`src/nand_pkg.sv`:
```
//--------------------------------------------------------------------------
// NAND bus master shared definitions
// Opcodes, FSM states, bus-cycle kinds, chip command bytes and status bits
//--------------------------------------------------------------------------

package nand_pkg;

	// NAND data bus width, x8 only
	localparam int DATA_W = 8;

	// Width of the wait timer count
	localparam int DELAY_W = 16;

	// Host opcodes on cmd_in
	typedef enum logic [7:0] {
		OP_NAND_RESET     = 8'h01,
		OP_GET_STATUS     = 8'h02,
		OP_CHIP_ENABLE    = 8'h03,
		OP_CHIP_DISABLE   = 8'h04,
		OP_WRITE_PROTECT  = 8'h05,
		OP_WRITE_ENABLE   = 8'h06,
		OP_READ_STATUS    = 8'h07,
		OP_BYPASS_COMMAND = 8'h08,
		OP_BYPASS_ADDRESS = 8'h09,
		OP_BYPASS_DATA_WR = 8'h0A,
		OP_BYPASS_DATA_RD = 8'h0B
	} nand_op_t;

	// Command FSM states
	typedef enum logic [2:0] {
		ST_IDLE,
		ST_ISSUE,
		ST_WAIT_CYCLE,
		ST_WAIT_TIMER,
		ST_FINISH
	} fsm_state_t;

	// Kind of one bus cycle on the NAND pins
	typedef enum logic [1:0] {
		CYC_CMD,
		CYC_ADDR,
		CYC_WRITE,
		CYC_READ
	} cycle_kind_t;

	// Chip command bytes
	localparam logic [7:0] NAND_CMD_RESET       = 8'hFF;
	localparam logic [7:0] NAND_CMD_READ_STATUS = 8'h70;

	// Status register layout, starts write protected
	localparam int         STATUS_CE_BIT = 2;
	localparam int         STATUS_WP_BIT = 3;
	localparam logic [7:0] STATUS_RESET  = 8'h08;

endpackage

```
`src/nand_ifs.sv`:
```


// FSM to wait timer
// start loads count, done pulses once at the end
interface nand_timer_if;
	import nand_pkg::*;

	logic               start;
	logic [DELAY_W-1:0] count;
	// After the count, also hold until R/B# is high
	logic               wait_ready;
	logic               done;

	modport ctrl (
		output start, count, wait_ready,
		input  done
	);

	modport unit (
		input  start, count, wait_ready,
		output done
	);
endinterface

```
`src/nand_wait_timer.sv`:
```
//--------------------------------------------------------------------------
// NAND wait timer
// Counts a programmed delay, then optionally waits for R/B# high
//--------------------------------------------------------------------------

`timescale 1ns/1ps

module nand_wait_timer (
	input  logic       clk,
	input  logic       nreset,
	nand_timer_if.unit tmr,
	input  logic       rnb
);
	import nand_pkg::*;

	logic [DELAY_W-1:0] cnt;
	logic               running;
	logic               wait_q;
	logic               at_end;

	// Count of 0 behaves like 1
	assign at_end = (cnt <= DELAY_W'(1));

	// Done on the last count cycle or on the first later one with R/B# high
	assign tmr.done = running && at_end && (!wait_q || rnb);

	always_ff @(posedge clk) begin
		if (!nreset) begin
			running <= 1'b0;
		end else if (tmr.start) begin
			running <= 1'b1;
		end else if (tmr.done) begin
			running <= 1'b0;
		end
	end

	// Down-counter that parks at 1 during the ready wait
	always_ff @(posedge clk) begin
		if (tmr.start) begin
			cnt    <= tmr.count;
			wait_q <= tmr.wait_ready;
		end else if (running && !at_end) begin
			cnt <= cnt - DELAY_W'(1);
		end
	end

	// A new delay only after done
	a_no_restart: assert property (@(posedge clk) disable iff (!nreset)
		tmr.start |-> !running);

endmodule

```
`src/flat_wrapper.sv`:
```
// flat-port wrapper written by rule: the top's interface ports become plain ports
module nand_wait_timer_flat import nand_pkg::*;
  (clk, nreset, rnb, tmr_start, tmr_count, tmr_wait_ready, tmr_done);
  nand_timer_if tmr_i ();
  input  logic clk;
  input  logic nreset;
  input  logic rnb;
  input wire logic [$bits(tmr_i.start)-1:0] tmr_start;
  input wire logic [$bits(tmr_i.count)-1:0] tmr_count;
  input wire logic [$bits(tmr_i.wait_ready)-1:0] tmr_wait_ready;
  output wire logic [$bits(tmr_i.done)-1:0] tmr_done;
  assign tmr_i.start = tmr_start;
  assign tmr_i.count = tmr_count;
  assign tmr_i.wait_ready = tmr_wait_ready;
  assign tmr_done = tmr_i.done;
  nand_wait_timer u_core (.clk(clk), .nreset(nreset), .tmr(tmr_i), .rnb(rnb));
endmodule
```
`config.mk`:
```
export PLATFORM = sky130hd
export DESIGN_NAME = nand_wait_timer_flat
export DESIGN_NICKNAME = d
export VERILOG_FILES = /design/src/nand_pkg.sv /design/src/nand_ifs.sv /design/src/nand_wait_timer.sv /design/src/flat_wrapper.sv
export SDC_FILE = /design/constraint.sdc
export NUM_CORES = 1
export LEC_CHECK = 0
export ABC_AREA = 1
export BUFFER_PORTS_ARGS = -buffer_cell sky130_fd_sc_hd__buf_2
export CORE_MARGIN = 3
export CORE_UTILIZATION = 30
export CTS_CLUSTER_DIAMETER = 40
export CTS_CLUSTER_SIZE = 14
export DETAILED_ROUTE_END_ITERATION = 16
export HOLD_SLACK_MARGIN = 0.1
export REMOVE_ABC_BUFFERS = 1
export SKIP_LAST_GASP = 1
export SYNTH_ARGS = -nofsm -noshare
export SYNTH_HDL_FRONTEND = slang
export SYNTH_SLANG_ARGS = --single-unit
```
`constraint.sdc`:
```
create_clock -name clk -period 2.5 [get_ports clk]
set_input_delay 0.375 -clock clk [delete_from_list [all_inputs] [get_ports clk]]
set_output_delay 0.375 -clock clk [all_outputs]
set_load 0.05 [all_outputs]
```
; Word level (Yosys, flattened, before mapping)
; Index checks and enable logic that the tools add are counted.
[word_totals]
register_bits = 18
elab_cells = 17
inputBits = 21
out_inout_bits = 1
[op_classes]
n_addsub = 1
n_reduce_logical = 8
mux = 4
order_cmp = 1
[op_table]
columns = op, n
row1 = $mux 16, 2
row2 = $le 16x1->1 const B, 1
row3 = $sub 16x1->16 const B, 1
row4 = $reduce_bool 2->1, 2
row5 = $logic_and 1x1->1, 3
row6 = $logic_not 1->1, 2
row7 = $mux 1, 2
row8 = $logic_or 1x1->1, 1

; Logic depth before layout (Yosys ltp)
[logic_depth]
ltp_word = 5
mapped_depth = 9
mapped_depth_nobuf = 9

; Least setup slack after synthesis
; Ideal clock, no wire load.
[synth_path]
kind = register to output
from = register u_core.cnt[0]
to = output port tmr_done
stages_incl_launch_ff = 9
path_slack_ns = 0.717
arrival_ns = 1.408
path_buffers = 0
t_required_ns = 2.125
cell_sequence = edfxtp_1 inv_1 ha_1 inv_1 nand2_1 nand2_1 nor2_1 nand3_1 inv_1
[synth_via]
elab_chain_len = 3
[synth_lines]
columns = element, line_no
row1 = from (decl), nand_wait_timer.sv:16  ; logic [DELAY_W-1:0] cnt;
row2 = from (signal assigned), nand_wait_timer.sv:40  ; cnt <= tmr.count;
row3 = from (signal assigned), nand_wait_timer.sv:43  ; cnt <= cnt - DELAY_W'(1);
row4 = $le 16x1->1, nand_wait_timer.sv:22  ; assign at_end = (cnt <= DELAY_W'(1));
row5 = $logic_and 1x1->1 (2 in a row), nand_wait_timer.sv:25  ; assign tmr.done = running && at_end && (!wait_q || rnb);
row6 = to (decl), flat_wrapper.sv:11  ; output wire logic [$bits(tmr_i.done)-1:0] tmr_done;
; No other way between the ends.

; Final worst setup path
; Same ends and word-level chain as after synthesis.

==> summary.md <==
| Metric | Value |
|---|---|
| Vias in the first global route | `1013` |
| Clock buffer depth | `2` |
| Final Skew | `0.00185 ns` |
| Max_slew headroom | `0.814` |
| TNS Setup | `0 ns` |
| Setup Crit Path Kind | `register to output port` |
| Slew Limit Fails | `0` |
| Ratio of cells with drive above 1 in the final layout | `0.205` |
| Largest net degree at the start of global routing | `25` |
| Area of the multi-input gates | `598 um^2` |
| Die footprint | `4840 um^2` |
| Remaining antenna violation count | `0` |
| Ys Warns | `0` |
| Crit-path cells | `inv_1 -> ha_1 -> inv_1 -> nand2_1 -> nand2_1 -> nor2_1 -> nand3_1 -> inv_1 -> buf_2` |
| Arr. time, crit path | `1.77 ns` |
| Crit path from | `u_core.cnt[0]` |
| Crit end category | `output port` |
| WL final | `2.50 mm` |
| PostCTS Resize Cnt | `0` |
| Synthesized flop and latch total | `18` |
| Via count | `1038` |
| Cell Area, Synth | `1210 um^2` |
| I/O pins | `22` |
| DRC Markers | `0` |
| Hold crit path type | `primary input to register` |
| RSZ-0062 raised after global routing | `no` |
| Top delay family on crit path | `buffers and inverters` |
| Fin crit period | `2.14 ns` |
| Area grow syn2layout | `18.5%` |
| Fillers | `398` |
| Slowest stage delay, CP | `0.41 ns` |
| DR WL/cell | `10.7 um` |
| Most frequent cells in the layout | `nand2_1, nor2_1, buf_2, inv_1, edfxtp_1` |
| Synthesized area per cell | `7.57 um^2` |
| Initial drt markers | `76` |
| Core footprint | `3770 um^2` |
| Total grt overflow | `0` |
| CTS Root Cell | `clkbuf_8` |
| CTS tree | `done` |
| IO buf count | `21` |
| RePlAce Congestion | `0.834` |
| P_leak | `0.000680 uW` |
| R2R Path Start | `u_core.cnt[0]` |
| Clk Latency, worst-skew pair | `0.25 ns` |
| Die Wd | `69.5 um` |
| CTS buffer count | `3` |
| Antenna cells | `0` |
| H-tree Lvls | `1` |
| FF/Latch Area | `531 um^2` |
| Sequential share of the synthesized area | `0.438` |
| CP Max Fanout | `3` |
| Fin nets | `209` |
| Die Ht | `69.5 um` |
| Postcts setup bufs | `0` |
| Reg2reg path depth | `10` |
| CP Data Required Time | `2.12 ns` |
| Final Hold Viols | `0` |
| Max-cap viol count | `0` |
| Top cell by count, worst path | `inv_1` |
| Fin util | `0.381` |
| Crit share post-route | `0.858` |
| DRT Pass-1 Iters | `4` |
| Total GRT Usage | `0.114` |
| Post-synthesis cell count | `160` |
| Buf/Inv on CP | `4` |
| Clock transition at path regs | `0.07 ns` |
| Synth cell types | `23` |
| First-pass GRT wire length | `4.49 mm` |
| Via-to-Cell Ratio | `4.45` |
| Slowest cell on the critical path | `edfxtp_1` |
| Setup-failing EPs final | `0` |
| Row count | `22` |
| Least-Margin Pin Slew | `0.279 ns` |
| Post-DP HPWL | `1.91 mm` |
| Status | `finished clean` |
| CP Capture Point | `tmr_done` |
| Hold_buf cts | `0` |
| Most common cell after layout, fill and taps aside | `nand2_1` |
| Startpoint types | `register` |
| Register-to-register path setup slack | `0.62 ns` |
| CP Depth | `9` |
| Clock sinks | `18` |
| Power Dens Cells | `551 nW/um^2` |
| Worst vdd ir | `0.258 mV` |
| Initial antenna violation count | `0` |
| RR Endpoint | `u_core.cnt[4]` |
| Initial core utilization | `0.321` |
| Max Freq | `0.466 GHz` |
worst min path at each step:
| stage | from | endpoint | slack, ns | depth (start not counted) |
|---|---|---|---|---|
| 4_1_cts | tmr_wait_ready | u_core.wait_q | 0.29 | 1 |
| 3_5_place_dp | u_core.running | u_core.running | 0.47 | 2 |
| 5_1_grt | tmr_wait_ready | u_core.wait_q | 0.28 | 1 |
| 6_report | tmr_wait_ready | u_core.wait_q | 0.29 | 1 |
| 2_1_floorplan | u_core.running | u_core.running | 0.45 | 2 |
| 3_3_place_gp | u_core.running | u_core.running | 0.47 | 2 |
layout make-up:
cell class                 count  area share
inverter                      17      0.0445
multi-input combinational    122       0.417
sequential                    18       0.370
timing repair buffer          24      0.0889
tap                           48      0.0418
clock buffer                   4      0.0384
stage by stage:
| stage | std cells | power (uW) | instance area [um^2] | setup WS [ns] | hold slack, ns |
|---|---|---|---|---|---|
| 3_5_place_dp | 229 | 560 | 1380 | 0.589 | 0.467 |
| 6_report | 233 | 790 | 1440 | 0.355 | 0.292 |
| 5_1_grt | 233 | 842 | 1440 | 0.131 | 0.281 |
| 3_3_place_gp | 229 | 560 | 1380 | 0.653 | 0.467 |
| 2_1_floorplan | 157 | 507 | 1190 | 0.717 | 0.448 |
| 4_1_cts | 233 | 800 | 1440 | 0.327 | 0.287 |
report_power, final:
group	total, uW	switching, uW	internal (uW)	leakage (uW)
Clock	238	98.1	140	0.0000288
Sequential	401	29.4	372	0.000181
Combinational	151	90.6	60.1	0.000470
flip-flops by register name (all words and copies together), names as in the netlist:
name / cells
u_core.wait_q: 1
u_core.running: 1
u_core.cnt: 16
cell usage after synthesis:
cell type  number  area share
nand3b_1        2       0.012
xnor2_1         3       0.022
or2_0           1      0.0052
nor2_1         22       0.068
nor2_2          3       0.015
buf_6           1      0.0093
xor2_1          2       0.014
nand4_1         2       0.010
clkbuf_1        2      0.0062
nand2_1        57        0.18
nand3_1         9       0.037
a21oi_1         4       0.017
o21ai_0         1      0.0041
o21ai_1         6       0.025
inv_1          17       0.053
nor2_4          2       0.019
ha_1            2       0.021
nor2_8          1       0.017
edfxtp_1       17        0.42
nand2_4         1      0.0093
nand2_2         3       0.015
dfxtp_1         1       0.017
o21a_1          1      0.0062
cell families (layout without fill, tap and decap cells):
family / after synthesis / in the layout / share of synthesized area
AND/OR/NAND/NOR: 103 / 103 / 0.385
buffers and inverters: 20 / 45 / 0.0682
flip-flops: 18 / 18 / 0.438
AO/OA/AOI/OAI: 12 / 12 / 0.0517
XOR/XNOR: 5 / 5 / 0.0362
adder cells (fa/ha/maj): 2 / 2 / 0.0207
metal layers:
layer | wire [um] | up-vias | GRT usage
met5 | 0 | - | 0
met4 | 53 | 0 | 0.0499
met3 | 166 | 6 | 0.0377
met2 | 1060 | 33 | 0.167
met1 | 1220 | 442 | 0.152
li1 | - | 557 | -
Note: power is estimated with default switching activity, not from simulation.
