[src/nand_pkg.sv]
//--------------------------------------------------------------------------
// NAND bus master shared definitions
// Opcodes, FSM states, bus-cycle kinds, chip command bytes and status bits
//--------------------------------------------------------------------------

package nand_pkg;

	// NAND data bus width, x8 only
	localparam int DATA_W = 8;

	// Width of the wait timer count
	localparam int DELAY_W = 16;

	// Host opcodes on cmd_in
	typedef enum logic [7:0] {
		OP_NAND_RESET     = 8'h01,
		OP_GET_STATUS     = 8'h02,
		OP_CHIP_ENABLE    = 8'h03,
		OP_CHIP_DISABLE   = 8'h04,
		OP_WRITE_PROTECT  = 8'h05,
		OP_WRITE_ENABLE   = 8'h06,
		OP_READ_STATUS    = 8'h07,
		OP_BYPASS_COMMAND = 8'h08,
		OP_BYPASS_ADDRESS = 8'h09,
		OP_BYPASS_DATA_WR = 8'h0A,
		OP_BYPASS_DATA_RD = 8'h0B
	} nand_op_t;

	// Command FSM states
	typedef enum logic [2:0] {
		ST_IDLE,
		ST_ISSUE,
		ST_WAIT_CYCLE,
		ST_WAIT_TIMER,
		ST_FINISH
	} fsm_state_t;

	// Kind of one bus cycle on the NAND pins
	typedef enum logic [1:0] {
		CYC_CMD,
		CYC_ADDR,
		CYC_WRITE,
		CYC_READ
	} cycle_kind_t;

	// Chip command bytes
	localparam logic [7:0] NAND_CMD_RESET       = 8'hFF;
	localparam logic [7:0] NAND_CMD_READ_STATUS = 8'h70;

	// Status register layout, starts write protected
	localparam int         STATUS_CE_BIT = 2;
	localparam int         STATUS_WP_BIT = 3;
	localparam logic [7:0] STATUS_RESET  = 8'h08;

endpackage

[src/nand_ifs.sv]
//--------------------------------------------------------------------------
// Internal handshake interfaces of the NAND bus master
// One for the bus-cycle unit, one for the wait timer
//--------------------------------------------------------------------------

`timescale 1ns/1ps

// FSM to bus-cycle unit
// start is a one-cycle pulse, only while busy is low
interface nand_cycle_if;
	import nand_pkg::*;

	logic              start;
	cycle_kind_t       kind;
	logic [DATA_W-1:0] wdata;
	// Byte captured by a read cycle, valid once busy falls
	logic [DATA_W-1:0] rdata;
	logic              busy;

	modport ctrl (
		output start, kind, wdata,
		input  rdata, busy
	);

	modport unit (
		input  start, kind, wdata,
		output rdata, busy
	);
endinterface


[src/nand_cycle_unit.sv]
//--------------------------------------------------------------------------
// NAND bus-cycle unit
// Shapes one command, address, write or read cycle on the chip pins
//--------------------------------------------------------------------------

`timescale 1ns/1ps

module nand_cycle_unit #(
	parameter int T_WP = 2
) (
	input  logic                        clk,
	input  logic                        nreset,
	nand_cycle_if.unit                  cyc,
	output logic                        cle,
	output logic                        ale,
	output logic                        nwe,
	output logic                        nre,
	output logic [nand_pkg::DATA_W-1:0] dq_out,
	output logic                        dq_oe,
	input  logic [nand_pkg::DATA_W-1:0] dq_in
);
	import nand_pkg::*;

	// Phase 0 is setup, 1 to T_WP strobe low and T_WP+1 hold
	localparam int              PH_W      = $clog2(T_WP + 2);
	localparam logic [PH_W-1:0] PH_SAMPLE = PH_W'(T_WP);
	localparam logic [PH_W-1:0] PH_LAST   = PH_W'(T_WP + 1);

	logic [PH_W-1:0] phase;
	cycle_kind_t     kind_q;
	logic            strobe;

	// Phase counter and busy flag
	always_ff @(posedge clk) begin
		if (!nreset) begin
			cyc.busy <= 1'b0;
			phase    <= '0;
		end else if (cyc.start) begin
			cyc.busy <= 1'b1;
			phase    <= '0;
		end else if (cyc.busy) begin
			// Release the bus after the hold phase
			if (phase == PH_LAST) begin
				cyc.busy <= 1'b0;
				phase    <= '0;
			end else begin
				phase <= phase + PH_W'(1);
			end
		end
	end

	// Cycle kind and write byte are taken on start
	always_ff @(posedge clk) begin
		if (cyc.start) begin
			kind_q <= cyc.kind;
			dq_out <= cyc.wdata;
		end
		// Sample read data on the last low cycle of RE#
		if (cyc.busy && kind_q == CYC_READ && phase == PH_SAMPLE) begin
			cyc.rdata <= dq_in;
		end
	end

	// WE# or RE# low window
	assign strobe = cyc.busy && (phase != '0) && (phase != PH_LAST);

	// Latch enables stay up through setup, strobe and hold
	assign cle = cyc.busy && (kind_q == CYC_CMD);
	assign ale = cyc.busy && (kind_q == CYC_ADDR);

	assign nwe = !(strobe && kind_q != CYC_READ);
	assign nre = !(strobe && kind_q == CYC_READ);

	// Drive the bus for everything except reads
	assign dq_oe = cyc.busy && (kind_q != CYC_READ);

	// Each WE# or RE# low pulse lasts exactly T_WP cycles
	a_strobe_width: assert property (@(posedge clk) disable iff (!nreset)
		$rose(nwe && nre) |->
			!$past(nwe && nre, T_WP) && $past(nwe && nre, T_WP + 1));

	// FSM must wait for the previous cycle to end
	a_start_when_idle: assert property (@(posedge clk) disable iff (!nreset)
		cyc.start |-> !cyc.busy);

endmodule

[src/flat_wrapper.sv]
// flat-port wrapper written by rule: the top's interface ports become plain ports
module nand_cycle_unit_flat import nand_pkg::*;
#(
	parameter int T_WP = 2
)
  (clk, nreset, cle, ale, nwe, nre, dq_out, dq_oe, dq_in, cyc_start, cyc_kind, cyc_wdata, cyc_rdata, cyc_busy);
  nand_cycle_if cyc_i ();
  input  logic clk;
  input  logic nreset;
  output logic cle;
  output logic ale;
  output logic nwe;
  output logic nre;
  output logic [nand_pkg::DATA_W-1:0] dq_out;
  output logic dq_oe;
  input  logic [nand_pkg::DATA_W-1:0] dq_in;
  input wire logic [$bits(cyc_i.start)-1:0] cyc_start;
  input wire logic [$bits(cyc_i.kind)-1:0] cyc_kind;
  input wire logic [$bits(cyc_i.wdata)-1:0] cyc_wdata;
  output wire logic [$bits(cyc_i.rdata)-1:0] cyc_rdata;
  output wire logic [$bits(cyc_i.busy)-1:0] cyc_busy;
  assign cyc_i.start = cyc_start;
  assign cyc_i.kind = cyc_kind;
  assign cyc_i.wdata = cyc_wdata;
  assign cyc_rdata = cyc_i.rdata;
  assign cyc_busy = cyc_i.busy;
  nand_cycle_unit #(.T_WP(T_WP)) u_core (.clk(clk), .nreset(nreset), .cyc(cyc_i), .cle(cle), .ale(ale), .nwe(nwe), .nre(nre), .dq_out(dq_out), .dq_oe(dq_oe), .dq_in(dq_in));
endmodule
[config.mk]
export PLATFORM = sky130hd
export DESIGN_NAME = nand_cycle_unit_flat
export DESIGN_NICKNAME = d
export VERILOG_FILES = /design/src/nand_pkg.sv /design/src/nand_ifs.sv /design/src/nand_cycle_unit.sv /design/src/flat_wrapper.sv
export SDC_FILE = /design/constraint.sdc
export NUM_CORES = 1
export LEC_CHECK = 0
export ABC_AREA = 1
export BUFFER_PORTS_ARGS = -buffer_cell sky130_fd_sc_hd__buf_4
export CAP_MARGIN = 40
export CORE_MARGIN = 4
export CORE_UTILIZATION = 44
export CTS_BUF_LIST = sky130_fd_sc_hd__clkbuf_2 sky130_fd_sc_hd__clkbuf_4 sky130_fd_sc_hd__clkbuf_8
export DETAILED_ROUTE_END_ITERATION = 10
export GPL_ROUTABILITY_DRIVEN = 0
export PLACE_DENSITY_LB_ADDON = 0.25
export SYNTH_ARGS = -nofsm -noshare
export SYNTH_HDL_FRONTEND = slang
export SYNTH_SLANG_ARGS = --single-unit
[constraint.sdc]
create_clock -name clk -period 1.9 [get_ports clk]
set_input_delay 0.19 -clock clk [delete_from_list [all_inputs] [get_ports clk]]
set_output_delay 0.19 -clock clk [all_outputs]
set_load 0.02 [all_outputs]
# ---- Word level (Yosys, flattened, before mapping)
# Index checks and enable logic that the tools add are counted.
dict set report classes {
  add_sub_neg 1
  eq_ne 6
  mux 4
  bitwise 1
  reduce_logical 14
}
# cell count
set ops {}
lappend ops {{$logic_and 1x1->1} 9}
lappend ops {{$eq 2x2->1 const B} 3}
lappend ops {{$ne 2x2->1 const B} 2}
lappend ops {{$mux 1} 3}
lappend ops {{$add 2x1->2 const B} 1}
lappend ops {{$eq 2x1->1 const B} 1}
lappend ops {{$logic_not 1->1} 2}
lappend ops {{$logic_not 2->1} 1}
lappend ops {{$mux 2} 1}
lappend ops {{$reduce_bool 2->1} 1}
lappend ops {{$reduce_or 2->1} 1}
lappend ops {{$not 1->1} 1}
dict set report word_totals {
  reg_bits 21
  inputBits 21
  word_cells 31
}

# ---- Depth between registers and ports, before layout
dict set report depth {
  ltp_word 5
  mapped_depth 5
  depth_no_buf 5
}

# ---- Least setup slack after synthesis
# OpenSTA, ideal clock, no wires.
dict set report synth_path {
  path_type {register to register}
  start {register u_core.cyc.busy}
  end {register u_core.cyc.rdata[0] (enable)}
  t_arrival_ns 0.975
  required_ns 1.530
  path_slack_ns 0.555
  path_stages_with_launch 3
  n_path_buf 0
  synth_period_minus_slack_ns 1.345
  cell_sequence {dfxtp_1 -> nand2_1 -> nor2_1}
}
dict set report synth_via {
  elab_chain_len 2
}
# item line_no
set synth_rtl {}
lappend synth_rtl {{start: declaration} nand_ifs.sv:27} ;# output rdata, busy
lappend synth_rtl {{start signal: assignment} nand_cycle_unit.sv:36} ;# cyc.busy <= 1'b0;
lappend synth_rtl {{start signal: assignment} nand_cycle_unit.sv:39} ;# cyc.busy <= 1'b1;
lappend synth_rtl {{start signal: assignment} nand_cycle_unit.sv:44} ;# cyc.busy <= 1'b0;
lappend synth_rtl {{$logic_and 1x1->1 (2 in a row)} nand_cycle_unit.sv:59} ;# if (cyc.busy && kind_q == CYC_READ && phase == PH_SAMPLE) begin
lappend synth_rtl {{end signal: assignment} nand_cycle_unit.sv:60} ;# cyc.rdata <= dq_in;
lappend synth_rtl {{end: declaration} nand_ifs.sv:27}
# Every way passes these cells.
# A chain may end at the register's enable or synchronous reset.

# ---- Worst setup path after layout
dict set report layout_path {
  start {register u_core.phase[0]}
  end {output port nre}
}
dict set report layout_via {
  elab_chain_len 5
  elab_cells_between_ends 6
}
# item line_no
set layout_rtl {}
lappend layout_rtl {{start: declaration} nand_cycle_unit.sv:29} ;# logic [PH_W-1:0] phase;
lappend layout_rtl {{start signal: assignment} nand_cycle_unit.sv:47} ;# phase <= phase + PH_W'(1);
lappend layout_rtl {{$reduce_bool 2->1} nand_cycle_unit.sv:65} ;# assign strobe = cyc.busy && (phase != '0) && (phase != PH_LAST);
lappend layout_rtl {{$logic_and 1x1->1} nand_cycle_unit.sv:65}
lappend layout_rtl {{$logic_and 1x1->1 *} nand_cycle_unit.sv:65}
lappend layout_rtl {{$logic_and 1x1->1 *} nand_cycle_unit.sv:72} ;# assign nre = !(strobe && kind_q == CYC_READ);
lappend layout_rtl {{$logic_not 1->1 *} nand_cycle_unit.sv:72}
lappend layout_rtl {{end: declaration} flat_wrapper.sv:13} ;# output logic nre;
# Every way passes the cells marked *; elsewhere a longest branch is shown, timed or not.

==> impl_metrics.tcl <==
set metrics [dict create \
    p_per_area_nw_per_um2 763.5 \
    syn_area_um2 755.7 \
    post-route-period-util_pct 77.75 \
    cts_buffer_depth 2 \
    fin_nets 121 \
    dp_hpwl_mm 1.153 \
    cts_sinks 21 \
    routed_wl_mm 1.451 \
    fin_area_um2 1121 \
    max_freq_mhz 677.0 \
    leakagePower_nw 0.4982 \
    setup_viol_count_final 0 \
    synth.top_cells.by_area "edfxtp_1 (72%), dfxtp_1 (7.9%), ha_1 (5.0%)" \
    grt_antenna_before_repair 0 \
    grt_util_all_layers_pct 13.56 \
    arrival_ns 1.29 \
    start_kind "flop" \
    setup_tns_ns 0 \
    r2r_cells 4 \
    yosys_warnings 0 \
    syn_inst 50 \
    drive_gt1_share_pct 50.00 \
    grt_pass1_wl_mm 2.532 \
    synth_nets 74 \
    p_int_mw 0.6730 \
    r2r-start "u_core.phase[0]" \
    r2r-end "u_core.cyc.rdata[2]" \
    rsz0062_at_grt "no" \
    path_buf_inv 3 \
    ff2ff_setup_slack_ns 0.44 \
    end_kind "primary output" \
    clkTransAtPathRegs_ns 0.11 \
    drt_iter0_markers 8 \
    seq_area_frac_synth_pct 79.47 \
    critPathSlowestCell "dfxtp_1" \
    n_antenna_cell 0 \
    swShare_pct 21.37 \
    drc_errors 0 \
    p_sw_mw 0.1829 \
    cts_tree "built" \
    syn_avg_cell_area_um2 15.11 \
    slowest_delay_ns 0.35 \
    grt_pass1_vias 557 \
    use_met1_pct 14.40 \
    outcome "completed" \
    finalHoldViolations 0 \
    hold_path_end "u_core.dq_out[0]" \
    area.growth.synth_to_final_pct 48.34 \
    first_pass_iters 4 \
    mostFrequentLayoutCells "buf_4 (42), edfxtp_1 (18), nand2_1 (7), inv_1 (7), clkbuf_4 (4)" \
    synth_seq_cells 21 \
    cts_resized 0 \
    via_count 531 \
    tightest_slew_ns 0.6013 \
    numCtsBuffers 3 \
    pwr-share-seq_pct 62.1 \
    layout_commonest_cell "buf_4" \
    maxSlewHeadroom_pct 59.77 \
    cts_htree_levels 1 \
    initial_core_util_pct 48.48 \
    die_y_um 49.45 \
    grt.busiest_layer "met2" \
    cap_violations 0 \
    fin_skew_ns 0.002387 \
    cts_setup_buffers 0 \
    viasPerCell 4.741 \
    use_met3_pct 7.034 \
    netlist.top_cell.by_area "edfxtp_1" \
    path_class "flop to primary output" \
    holdCritStartpoint "cyc_wdata[0]" \
    hold_class "input port to flop" \
    placeableCoreArea_um2 1559 \
    drt-wirelength-per-cell_um 12.96 \
    final_antenna_net_count 0 \
    port_buffers 42 \
    rows 14 \
    cts.hold.buffers_added 0 \
    fin_crit_ns 1.477 \
    synth_top_area_share_pct 71.52 \
    path_delay_family "flip-flops" \
    io_pins 43 \
    synthDistinctLibCells 12 \
    p_clk_share_pct 25.2 \
    grt_max_degree 12 \
    holdPathStages 1 \
    maxSlewViolCount 0 \
    cpMostUsedCell "inv_1" \
    die_x_um 49.45 \
    crit_required_ns 1.71 \
    place_area_um2 1091 \
    gr-usage-met2_pct 23.88 \
    worstPathCellList "ha_1 -> inv_1 -> nand2_1 -> inv_1 -> nand3_1 -> buf_4" \
    crit_fanout 4 \
    peakVddDrop_mv 0.5580 \
    root_buffer "clkbuf_4" \
    grt_overflow 0 \
    pwr-share-comb_pct 12.7 \
    clk_latency_ns 0.29 \
    die-area_um2 2445 \
]
==> how the worst max path moves through the flow <==
stage                         start             endpoint  slack, ns  cells after the start
detailed placement  u_core.phase[0]  u_core.cyc.rdata[3]       0.44                      4
global route        u_core.phase[0]                  nre       0.28                      6
finish              u_core.phase[0]                  nre       0.42                      6
floorplan           u_core.cyc.busy  u_core.cyc.rdata[0]       0.56                      2
CTS                 u_core.phase[0]                  nre       0.41                      6
global placement    u_core.phase[0]  u_core.cyc.rdata[4]       0.52                      4
==> power by group through the flow <==
stage | Combinational (mW) | Sequential, mW | Clock (mW)
floorplan | 0.0211 | 0.562 | 0
global placement | 0.108 | 0.541 | 0
detailed placement | 0.110 | 0.542 | 0
CTS | 0.110 | 0.532 | 0.226
global route | 0.118 | 0.534 | 0.249
finish | 0.108 | 0.532 | 0.216
==> layout make-up <==
cell class,instances,area (um^2)
Clock buffer,4,30.03
Fill cell,110,437.9
Inverter,8,30.03
Multi-Input combinational cell,21,125.1
Sequential cell,21,600.6
Tap cell,16,20.02
Timing Repair Buffer,42,315.3
==> layer usage <==
metal  wire, um  up-vias
met4          0        0
met3        220        0
met1        513      234
li1           -      265
met5          0        -
met2        717       32
==> registers in the layout, summed over array words and instances (netlist names) <==
register          cells
u_core.dq_out         8
u_core.cyc.busy       1
u_core.cyc.rdata      8
u_core.phase          2
u_core.kind_q         2
==> logic make-up (layout without fill, tap and decap cells) <==
family / Yosys count / in the layout / synth area share (%)
simple gates: 15 / 15 / 9.271
fa+ha+maj: 3 / 3 / 4.967
compound gates: 3 / 3 / 2.318
flops: 21 / 21 / 79.47
buf+inv: 8 / 54 / 3.974
==> synthesized netlist by cell type <==
library cell and number:
edfxtp_1 18, nor3_1 1, a21oi_1 2, nor3b_2 1, ha_1 3, nand3_1 3, dfxtp_1 3, inv_1 7
nand2_1 7, a21boi_1 1, nor2_1 3, inv_2 1
==> worst register-to-register path, delay by kind of cell (launching register included) <==
family,cells,cell delay (ns)
buffers and inverters,1,0.09
AND/OR/NAND/NOR,2,0.52
adder cells (fa/ha/maj),1,0.15
flip-flops,1,0.35
==> through the flow <==
| stage | hold WS (ns) | instances | setup slack, ns | power, mW | util (%) |
|---|---|---|---|---|---|
| 2_1_floorplan | 0.2889 | 50 | 0.5550 | 0.5828 | - |
| 3_3_place_gp | 0.3679 | 108 | 0.5156 | 0.6489 | 69.98 |
| 3_5_place_dp | 0.3693 | 108 | 0.4364 | 0.6518 | 69.98 |
| 4_1_cts | 0.05412 | 112 | 0.4085 | 0.8676 | 71.91 |
| 5_1_grt | 0.03642 | 112 | 0.2844 | 0.9019 | 71.91 |
| 6_report | 0.06806 | 112 | 0.4228 | 0.8559 | 71.91 |
No activity file was read; power rests on OpenSTA's default activity.
