[src/nand_pkg.sv]
//--------------------------------------------------------------------------
// NAND bus master shared definitions
// Opcodes, FSM states, bus-cycle kinds, chip command bytes and status bits
//--------------------------------------------------------------------------

package nand_pkg;

	// NAND data bus width, x8 only
	localparam int DATA_W = 8;

	// Width of the wait timer count
	localparam int DELAY_W = 16;

	// Host opcodes on cmd_in
	typedef enum logic [7:0] {
		OP_NAND_RESET     = 8'h01,
		OP_GET_STATUS     = 8'h02,
		OP_CHIP_ENABLE    = 8'h03,
		OP_CHIP_DISABLE   = 8'h04,
		OP_WRITE_PROTECT  = 8'h05,
		OP_WRITE_ENABLE   = 8'h06,
		OP_READ_STATUS    = 8'h07,
		OP_BYPASS_COMMAND = 8'h08,
		OP_BYPASS_ADDRESS = 8'h09,
		OP_BYPASS_DATA_WR = 8'h0A,
		OP_BYPASS_DATA_RD = 8'h0B
	} nand_op_t;

	// Command FSM states
	typedef enum logic [2:0] {
		ST_IDLE,
		ST_ISSUE,
		ST_WAIT_CYCLE,
		ST_WAIT_TIMER,
		ST_FINISH
	} fsm_state_t;

	// Kind of one bus cycle on the NAND pins
	typedef enum logic [1:0] {
		CYC_CMD,
		CYC_ADDR,
		CYC_WRITE,
		CYC_READ
	} cycle_kind_t;

	// Chip command bytes
	localparam logic [7:0] NAND_CMD_RESET       = 8'hFF;
	localparam logic [7:0] NAND_CMD_READ_STATUS = 8'h70;

	// Status register layout, starts write protected
	localparam int         STATUS_CE_BIT = 2;
	localparam int         STATUS_WP_BIT = 3;
	localparam logic [7:0] STATUS_RESET  = 8'h08;

endpackage

[src/nand_ifs.sv]
//--------------------------------------------------------------------------
// Internal handshake interfaces of the NAND bus master
// One for the bus-cycle unit, one for the wait timer
//--------------------------------------------------------------------------

`timescale 1ns/1ps

// FSM to bus-cycle unit
// start is a one-cycle pulse, only while busy is low
interface nand_cycle_if;
	import nand_pkg::*;

	logic              start;
	cycle_kind_t       kind;
	logic [DATA_W-1:0] wdata;
	// Byte captured by a read cycle, valid once busy falls
	logic [DATA_W-1:0] rdata;
	logic              busy;

	modport ctrl (
		output start, kind, wdata,
		input  rdata, busy
	);

	modport unit (
		input  start, kind, wdata,
		output rdata, busy
	);
endinterface

// FSM to wait timer
// start loads count, done pulses once at the end
interface nand_timer_if;
	import nand_pkg::*;

	logic               start;
	logic [DELAY_W-1:0] count;
	// After the count, also hold until R/B# is high
	logic               wait_ready;
	logic               done;

	modport ctrl (
		output start, count, wait_ready,
		input  done
	);

	modport unit (
		input  start, count, wait_ready,
		output done
	);
endinterface

[src/nand_command_fsm.sv]
//--------------------------------------------------------------------------
// NAND command FSM
// Decodes host opcodes, sequences bus cycles and delays,
// and holds the status register and the CE# and WP# pins
//--------------------------------------------------------------------------

`timescale 1ns/1ps

module nand_command_fsm #(
	parameter int T_WB  = 10,
	parameter int T_WHR = 6
) (
	input  logic                        clk,
	input  logic                        nreset,
	input  logic                        activate,
	input  nand_pkg::nand_op_t          cmd_in,
	input  logic [nand_pkg::DATA_W-1:0] data_in,
	output logic [nand_pkg::DATA_W-1:0] data_out,
	output logic                        busy,
	output logic                        nce,
	output logic                        nwp,
	nand_cycle_if.ctrl                  cyc,
	nand_timer_if.ctrl                  tmr
);
	import nand_pkg::*;

	fsm_state_t        state;
	nand_op_t          op_q;
	logic [DATA_W-1:0] data_q;
	logic [1:0]        step;
	logic [7:0]        status;

	logic op_valid;
	logic op_local;
	logic use_cycle;
	logic seq_last;
	logic step_done;

	// Opcode classes
	assign op_valid = (cmd_in >= OP_NAND_RESET) && (cmd_in <= OP_BYPASS_DATA_RD);
	// Controller-only, never touch the bus
	assign op_local = (cmd_in >= OP_GET_STATUS) && (cmd_in <= OP_WRITE_ENABLE);

	//----------------------------------------------------------------------
	// Sequence table, one entry per opcode and step
	//----------------------------------------------------------------------
	always_comb begin
		use_cycle      = 1'b1;
		seq_last       = 1'b0;
		cyc.kind       = CYC_CMD;
		cyc.wdata      = data_q;
		tmr.count      = DELAY_W'(T_WB);
		tmr.wait_ready = 1'b1;
		case (op_q)
			// FF, then tWB and R/B#
			OP_NAND_RESET: begin
				cyc.wdata = NAND_CMD_RESET;
				use_cycle = (step == 2'd0);
				seq_last  = (step != 2'd0);
			end
			// 70, tWHR, one read
			OP_READ_STATUS: begin
				cyc.wdata = NAND_CMD_READ_STATUS;
				if (step == 2'd1) begin
					use_cycle      = 1'b0;
					tmr.count      = DELAY_W'(T_WHR);
					tmr.wait_ready = 1'b0;
				end else if (step == 2'd2) begin
					cyc.kind = CYC_READ;
					seq_last = 1'b1;
				end
			end
			// Raw byte, then tWB and R/B#
			OP_BYPASS_COMMAND, OP_BYPASS_ADDRESS: begin
				if (op_q == OP_BYPASS_ADDRESS) begin
					cyc.kind = CYC_ADDR;
				end
				use_cycle = (step == 2'd0);
				seq_last  = (step != 2'd0);
			end
			OP_BYPASS_DATA_WR: begin
				cyc.kind = CYC_WRITE;
				seq_last = 1'b1;
			end
			// Bypass read, a single read cycle
			default: begin
				cyc.kind = CYC_READ;
				seq_last = 1'b1;
			end
		endcase
	end

	// Start pulses only from the issue state
	assign cyc.start = (state == ST_ISSUE) && use_cycle;
	assign tmr.start = (state == ST_ISSUE) && !use_cycle;

	assign step_done = (state == ST_WAIT_CYCLE && !cyc.busy) ||
		(state == ST_WAIT_TIMER && tmr.done);

	//----------------------------------------------------------------------
	// State, busy and chip pins
	//----------------------------------------------------------------------
	always_ff @(posedge clk) begin
		if (!nreset) begin
			state  <= ST_IDLE;
			busy   <= 1'b0;
			step   <= 2'd0;
			status <= STATUS_RESET;
			nce    <= 1'b1;
			nwp    <= 1'b0;
		end else begin
			case (state)
				ST_IDLE: begin
					// Invalid opcodes are dropped here
					if (activate && op_valid) begin
						busy  <= 1'b1;
						step  <= 2'd0;
						state <= op_local ? ST_FINISH : ST_ISSUE;
					end
				end
				ST_ISSUE: begin
					state <= use_cycle ? ST_WAIT_CYCLE : ST_WAIT_TIMER;
				end
				ST_WAIT_CYCLE, ST_WAIT_TIMER: begin
					if (step_done) begin
						if (seq_last) begin
							state <= ST_FINISH;
						end else begin
							step  <= step + 2'd1;
							state <= ST_ISSUE;
						end
					end
				end
				ST_FINISH: begin
					busy  <= 1'b0;
					state <= ST_IDLE;
					case (op_q)
						OP_CHIP_ENABLE: begin
							nce                   <= 1'b0;
							status[STATUS_CE_BIT] <= 1'b1;
						end
						OP_CHIP_DISABLE: begin
							nce                   <= 1'b1;
							status[STATUS_CE_BIT] <= 1'b0;
						end
						OP_WRITE_PROTECT: begin
							nwp                   <= 1'b0;
							status[STATUS_WP_BIT] <= 1'b1;
						end
						OP_WRITE_ENABLE: begin
							nwp                   <= 1'b1;
							status[STATUS_WP_BIT] <= 1'b0;
						end
						default: begin
						end
					endcase
				end
				default: begin
					busy  <= 1'b0;
					state <= ST_IDLE;
				end
			endcase
		end
	end

	// Opcode, operand and host read-back
	always_ff @(posedge clk) begin
		if (state == ST_IDLE && activate) begin
			op_q   <= cmd_in;
			data_q <= data_in;
		end
		if (state == ST_FINISH) begin
			if (op_q == OP_GET_STATUS) begin
				data_out <= status;
			end else if (op_q == OP_READ_STATUS || op_q == OP_BYPASS_DATA_RD) begin
				data_out <= cyc.rdata;
			end
		end
	end

	// Host busy tracks the FSM state
	a_busy_state: assert property (@(posedge clk) disable iff (!nreset)
		busy == (state != ST_IDLE));

endmodule

[src/flat_wrapper.sv]
// flat-port wrapper written by rule: the top's interface ports become plain ports
module nand_command_fsm_flat import nand_pkg::*;
#(
	parameter int T_WB  = 10,
	parameter int T_WHR = 6
)
  (clk, nreset, activate, cmd_in, data_in, data_out, busy, nce, nwp, cyc_start, cyc_kind, cyc_wdata, cyc_rdata, cyc_busy, tmr_start, tmr_count, tmr_wait_ready, tmr_done);
  nand_cycle_if cyc_i ();
  nand_timer_if tmr_i ();
  input  logic clk;
  input  logic nreset;
  input  logic activate;
  input  nand_pkg::nand_op_t cmd_in;
  input  logic [nand_pkg::DATA_W-1:0] data_in;
  output logic [nand_pkg::DATA_W-1:0] data_out;
  output logic busy;
  output logic nce;
  output logic nwp;
  output wire logic [$bits(cyc_i.start)-1:0] cyc_start;
  output wire logic [$bits(cyc_i.kind)-1:0] cyc_kind;
  output wire logic [$bits(cyc_i.wdata)-1:0] cyc_wdata;
  input wire logic [$bits(cyc_i.rdata)-1:0] cyc_rdata;
  input wire logic [$bits(cyc_i.busy)-1:0] cyc_busy;
  output wire logic [$bits(tmr_i.start)-1:0] tmr_start;
  output wire logic [$bits(tmr_i.count)-1:0] tmr_count;
  output wire logic [$bits(tmr_i.wait_ready)-1:0] tmr_wait_ready;
  input wire logic [$bits(tmr_i.done)-1:0] tmr_done;
  assign cyc_start = cyc_i.start;
  assign cyc_kind = cyc_i.kind;
  assign cyc_wdata = cyc_i.wdata;
  assign cyc_i.rdata = cyc_rdata;
  assign cyc_i.busy = cyc_busy;
  assign tmr_start = tmr_i.start;
  assign tmr_count = tmr_i.count;
  assign tmr_wait_ready = tmr_i.wait_ready;
  assign tmr_i.done = tmr_done;
  nand_command_fsm #(.T_WB(T_WB), .T_WHR(T_WHR)) u_core (.clk(clk), .nreset(nreset), .activate(activate), .cmd_in(cmd_in), .data_in(data_in), .data_out(data_out), .busy(busy), .nce(nce), .nwp(nwp), .cyc(cyc_i), .tmr(tmr_i));
endmodule
[config.mk]
export PLATFORM = sky130hd
export DESIGN_NAME = nand_command_fsm_flat
export DESIGN_NICKNAME = d
export VERILOG_FILES = /design/src/nand_pkg.sv /design/src/nand_ifs.sv /design/src/nand_command_fsm.sv /design/src/flat_wrapper.sv
export SDC_FILE = /design/constraint.sdc
export NUM_CORES = 1
export LEC_CHECK = 0
export ABC_AREA = 1
export BUFFER_PORTS_ARGS = -buffer_cell sky130_fd_sc_hd__buf_2
export CORE_MARGIN = 10
export CORE_UTILIZATION = 40
export CTS_BUF_LIST = sky130_fd_sc_hd__clkbuf_2 sky130_fd_sc_hd__clkbuf_4 sky130_fd_sc_hd__clkbuf_8
export DETAILED_ROUTE_END_ITERATION = 16
export GPL_ROUTABILITY_DRIVEN = 0
export GPL_TIMING_DRIVEN = 0
export PLACE_DENSITY_LB_ADDON = 0.08
export SETUP_SLACK_MARGIN = 0.5
export SLEW_MARGIN = 20
export SYNTH_ARGS = -nofsm -noshare
export SYNTH_HDL_FRONTEND = slang
export SYNTH_SLANG_ARGS = --single-unit
[constraint.sdc]
create_clock -name clk -period 2.45 [get_ports clk]
set_clock_uncertainty 0.15 [all_clocks]
set_input_delay 0.1225 -clock clk [delete_from_list [all_inputs] [get_ports clk]]
set_output_delay 0.1225 -clock clk [all_outputs]
set_load 0.1 [all_outputs]
* Word-level counts from Yosys, hierarchy flattened
Cells that the tools add are included.
Widths: inputs -> output; s select.
** Storage, ports and cells
- Register bits :: 34
- Output and inout port bits :: 40
- Word-level logic and storage cells :: 97
** Cells by class
- Muxes and demuxes :: 31
- Equal/unequal tests :: 20
- Magnitude comparators :: 4
- Reduce and logical (&&, ||, !) cells :: 29
- Bitwise operators :: 1
- Add/sub/neg operators :: 1
** Operator list (count)
- $eq 8x3->1 const B :: 4
- $eq 8x4->1 const B :: 4
- $eq 8x2->1 const B :: 2
- $mux 16 :: 1
- $pmux 8 s2 :: 1
- $pmux 1 s2 :: 7
- $mux 3 :: 4
- $mux 2 :: 5
- $reduce_and 2->1 :: 5
- $reduce_bool 2->1 :: 5
- $pmux 3 s3 :: 1
- $eq 8x1->1 const B :: 1
- $ge 8x1->1 const B :: 1
- $ge 8x2->1 const B :: 1
- $le 8x3->1 const B :: 1
- $le 8x4->1 const B :: 1
- $logic_and 1x1->1 :: 8
- $mux 4 :: 2
- $mux 8 :: 1
- $pmux 2 s4 :: 1
- $mux 1 :: 7
- $eq 3x2->1 const B :: 2
- $reduce_or 3->1 :: 2
- $ne 2x1->1 const B :: 2
- 14 further kinds :: 17

* Longest topological paths before layout
- Depth after elaboration :: 7
- Depth in mapped cells :: 11

* Worst setup path after synthesis
OpenSTA, ideal clock, no wires.
- Path kind :: register -> output
- Start :: register u_core.op_q[3]
- End :: output tmr_count[3]
- Slack :: -1365 ps
- Stages on the path, launching flop included :: 8
- Arrival time :: 3542 ps
- Path through :: edfxtp_1 -> inv_1 -> nand2_1 -> nor2_4 -> nand2_4 -> nor2_1 -> inv_1 -> buf_4
** On the way
- Longest elaborated chain between the ends :: 2
** Ends and longest elaborated chain
- start: declaration :: line nand_command_fsm.sv:28 : nand_op_t op_q;
- start signal: assignment :: line nand_command_fsm.sv:169 : op_q <= cmd_in;
- $eq 8x3->1 :: line nand_command_fsm.sv:54 : case (op_q)
- $mux 16 :: line nand_command_fsm.sv:54
- end: declaration :: line flat_wrapper.sv:25 : output wire logic [$bits(tmr_i.count)-1:0] tmr_count;
Every way passes these cells.

* Worst setup path after layout
- Start :: register u_core.op_q[3]
- End :: register u_core.data_out[4] (netlist name) (enable)
** On the way
- Longest elaborated chain between the ends :: 4
** Ends and longest elaborated chain
- $eq 8x3->1 or $eq 8x4->1 (tied branches) :: line nand_command_fsm.sv:175 : end else if (op_q == OP_READ_STATUS || op_q == OP_BYPASS_DATA_RD) begin
- $logic_or 1x1->1 :: line nand_command_fsm.sv:175
- $reduce_bool 2->1 (no source line) *
- $reduce_and 2->1 (no source line) *
- end signal: assignment :: line nand_command_fsm.sv:174 : data_out <= status;
- end signal: assignment :: line nand_command_fsm.sv:176 : data_out <= cyc.rdata;
- end: declaration :: line nand_command_fsm.sv:18 : output logic [nand_pkg::DATA_W-1:0] data_out,
Every way passes the cells marked *; elsewhere a longest branch is shown, timed or not.
A chain may end at the register's enable or synchronous reset.

==> flow_metrics.tcl <==
set metrics [dict create \
    run_status "finished, violations left" \
    violations "hold timing" \
    critPathKind "flop to flop" \
    ys_seq_area_share_pct 51.04 \
    clkSinkCount 34 \
    rrSetupSlack_ns 0.45 \
    antenna_cells 0 \
    ctsRootBufferMaster "clkbuf_8" \
    initial_core_util_pct 41.44 \
    vias_per_cell 4.313 \
    seqPwrFrac_pct 31.7 \
    cts_tree "done" \
    yosysWarnings 0 \
    rsz0062_at_grt "true" \
    cp-end-kind "flop" \
    final_cell_mix "buf_2, nand2_1, inv_1" \
    rows 24 \
    vias 1613 \
    worstHoldPathType "input port to flop" \
    clock_power_share_pct 26.4 \
    mostFrequentLayoutCell "buf_2" \
    setup_viol 0 \
    timing.rr.start "u_core.op_q[3]" \
    die_area_um2 7597 \
    h-tree-depth 2 \
    numCtsBuffers 5 \
    rr_endpoint "u_core.data_out[4]" \
    clockBufferDepth 2 \
    swShare_pct 39.90 \
    min_period_over_period_pct 81.64 \
    path_clk_slew_ns 0.08 \
    max_freq_ghz 0.4999 \
    hold_ws_ns -0.002120 \
    hold_viol 1 \
    p_int_uw 1420 \
    ios 69 \
    rr_worst_depth 7 \
    die_y_um 87.16 \
    layout.nets 353 \
    grt_pass1_vias 1603 \
    drtIter0Drc 120 \
    grt_usage_pct 11.91 \
    clk_latency_ns 0.28 \
    synthCells 211 \
    peakVddDrop_uv 615.7 \
    wl_per_cell_um 12.26 \
    synth_area_um2 1804 \
    critical_path.startpoint "u_core.op_q[3]" \
    dp_cells 329 \
    area_growth_pct 63.94 \
    port_buffers 54 \
    die-width_um 87.16 \
    grt_pass1_wl_um 7383 \
    maxSlewViolCount 0 \
    crit_path_end "u_core.data_out[4]" \
    finalNonFillerCells 374 \
    powerDensity_nw_per_um2 798.8 \
    fin_crit_ns 2.000 \
    grt-ovfl-total 0 \
    drt_first_pass_iters 4 \
    critPathLaunchType "flop" \
    hpwlAfterDp_um 3223 \
    antenna_found_initial 0 \
    cp.arrival_ns 1.86 \
    fin_setup_tns_ns 0 \
    pwr-share-comb_pct 41.9 \
    routed_wl_um 4586 \
    drc 0 \
    power.switching_uw 942.7 \
    grt_max_degree 17 \
    required_ns 2.31 \
    synth.avg_cell_area_um2 8.551 \
    fp.coreArea_um2 4354 \
    cap_viol_max_count 0 \
    drive_above_1_share_pct 36.96 \
    ant_nets 0 \
    critPathMaxFanout 8 \
    synth_cell_types 28 \
    synth-seq-cells 34 \
    leakagePower_uw 0.001464 \
]
-- cell type report --
class | count | area [um2]
fillers | 340 | 1396
well taps | 52 | 65.06
repair buffers | 91 | 794.5
clock inverters | 3 | 68.82
multi-input cells | 134 | 770.7
clock buffers | 5 | 68.82
inverters | 40 | 152.6
plain buffers | 15 | 116.4
flip-flops and latches | 34 | 920.9
-- repair_timing --
item / in CTS / in global routing
resized for setup: 48 / 24
gates cloned: 0 / 0
endpoints found under the hold margin: 25 / 0
pin swaps: 2 / 8
hold buffers: 24 / 0
setup buffers: 7 / 6
setup endpoints to repair: 23 / 38
-- through the flow --
stage | worst slack (ns) | power, uW | area [um2] | utilization, %
global route | 0.3226 | 2485 | 2958 | 67.93
detailed placement | 0.1912 | 1541 | 2217 | 50.92
global placement | -0.2130 | 1536 | 2208 | 50.72
finish | 0.4497 | 2363 | 2958 | 67.93
floorplan | -0.1502 | 1409 | 1873 | -
CTS | 0.4443 | 2330 | 2830 | 65.00
-- worst min path at each step --
stage	end	cells past startpoint	from	slack, ns
global route	u_core.data_out[1]	3	cyc_rdata[1]	0.02
global placement	u_core.data_q[0]	1	data_in[0]	0.15
finish	u_core.data_out[1]	3	cyc_rdata[1]	-0.002
detailed placement	u_core.data_q[6]	1	data_in[6]	0.15
floorplan	u_core.status[3]	1	nreset	0.04
CTS	u_core.data_out[1]	3	cyc_rdata[1]	0.004
-- layer usage --
metal,wire length (um),global-route usage (%)
met5,0,0
met4,50,3.478
met3,568,6.554
met2,2224,20.39
met1,1743,12.21
-- sequential cells by signal, summed over array words and instances, names as in the netlist --
| register | flops |
|---|---|
| u_core.op_q | 8 |
| u_core.state | 3 |
| u_core.status | 2 |
| u_core.data_q | 8 |
| u_core.busy | 1 |
| u_core.nwp | 1 |
| u_core.data_out | 8 |
| u_core.step | 2 |
| u_core.nce | 1 |
-- Yosys cell counts --
cell type | instances | area share (%)
nand2_1 | 46 | 9.6
inv_1 | 39 | 8.1
nor2_1 | 26 | 5.4
edfxtp_1 | 24 | 40
buf_4 | 15 | 6.2
nand3_1 | 11 | 3.1
dfxtp_1 | 10 | 11
a21oi_1 | 8 | 2.2
o21ai_0 | 6 | 1.7
ha_1 | 3 | 2.1
nand4_1 | 3 | 1.0
conb_1 | 2 | 0.42
nand2_4 | 2 | 1.2
nand3_2 | 2 | 1.1
a21boi_0 | 1 | 0.42
a311oi_1 | 1 | 0.49
a31o_2 | 1 | 0.49
a31oi_1 | 1 | 0.35
clkinv_1 | 1 | 0.21
nand2_2 | 1 | 0.35
nand3b_1 | 1 | 0.42
nand4_2 | 1 | 0.69
nor2_2 | 1 | 0.35
nor2_4 | 1 | 0.62
nor2_8 | 1 | 1.1
nor4_1 | 1 | 0.35
o211a_1 | 1 | 0.55
o211ai_1 | 1 | 0.42
-- power groups by stage --
stage | clock network (uW) | registers (uW) | logic (uW)
2_1_floorplan | 0 | 757 | 652
3_3_place_gp | 0 | 762 | 774
3_5_place_dp | 0 | 762 | 779
4_1_cts | 631 | 748 | 950
5_1_grt | 660 | 759 | 1060
6_report | 623 | 750 | 990
-- cells by family after synthesis --
family	share of synthesized area, %
adders and majority gates	2.081
other	0.4162
buffers and inverters	14.56
DFF	51.04
AOI/OAI and AO/OA	6.589
and+or+nand+nor	25.31
-- critical path, cell delays in order (launching register included) --
cell and delay [ns]:
edfxtp_1 0.46, inv_2 0.11, nand2_4 0.06, nor2_4 0.15, nand2_4 0.13, buf_4 0.18, a311oi_4 0.33, buf_12 0.17
Power figures use the tool's default switching activity.
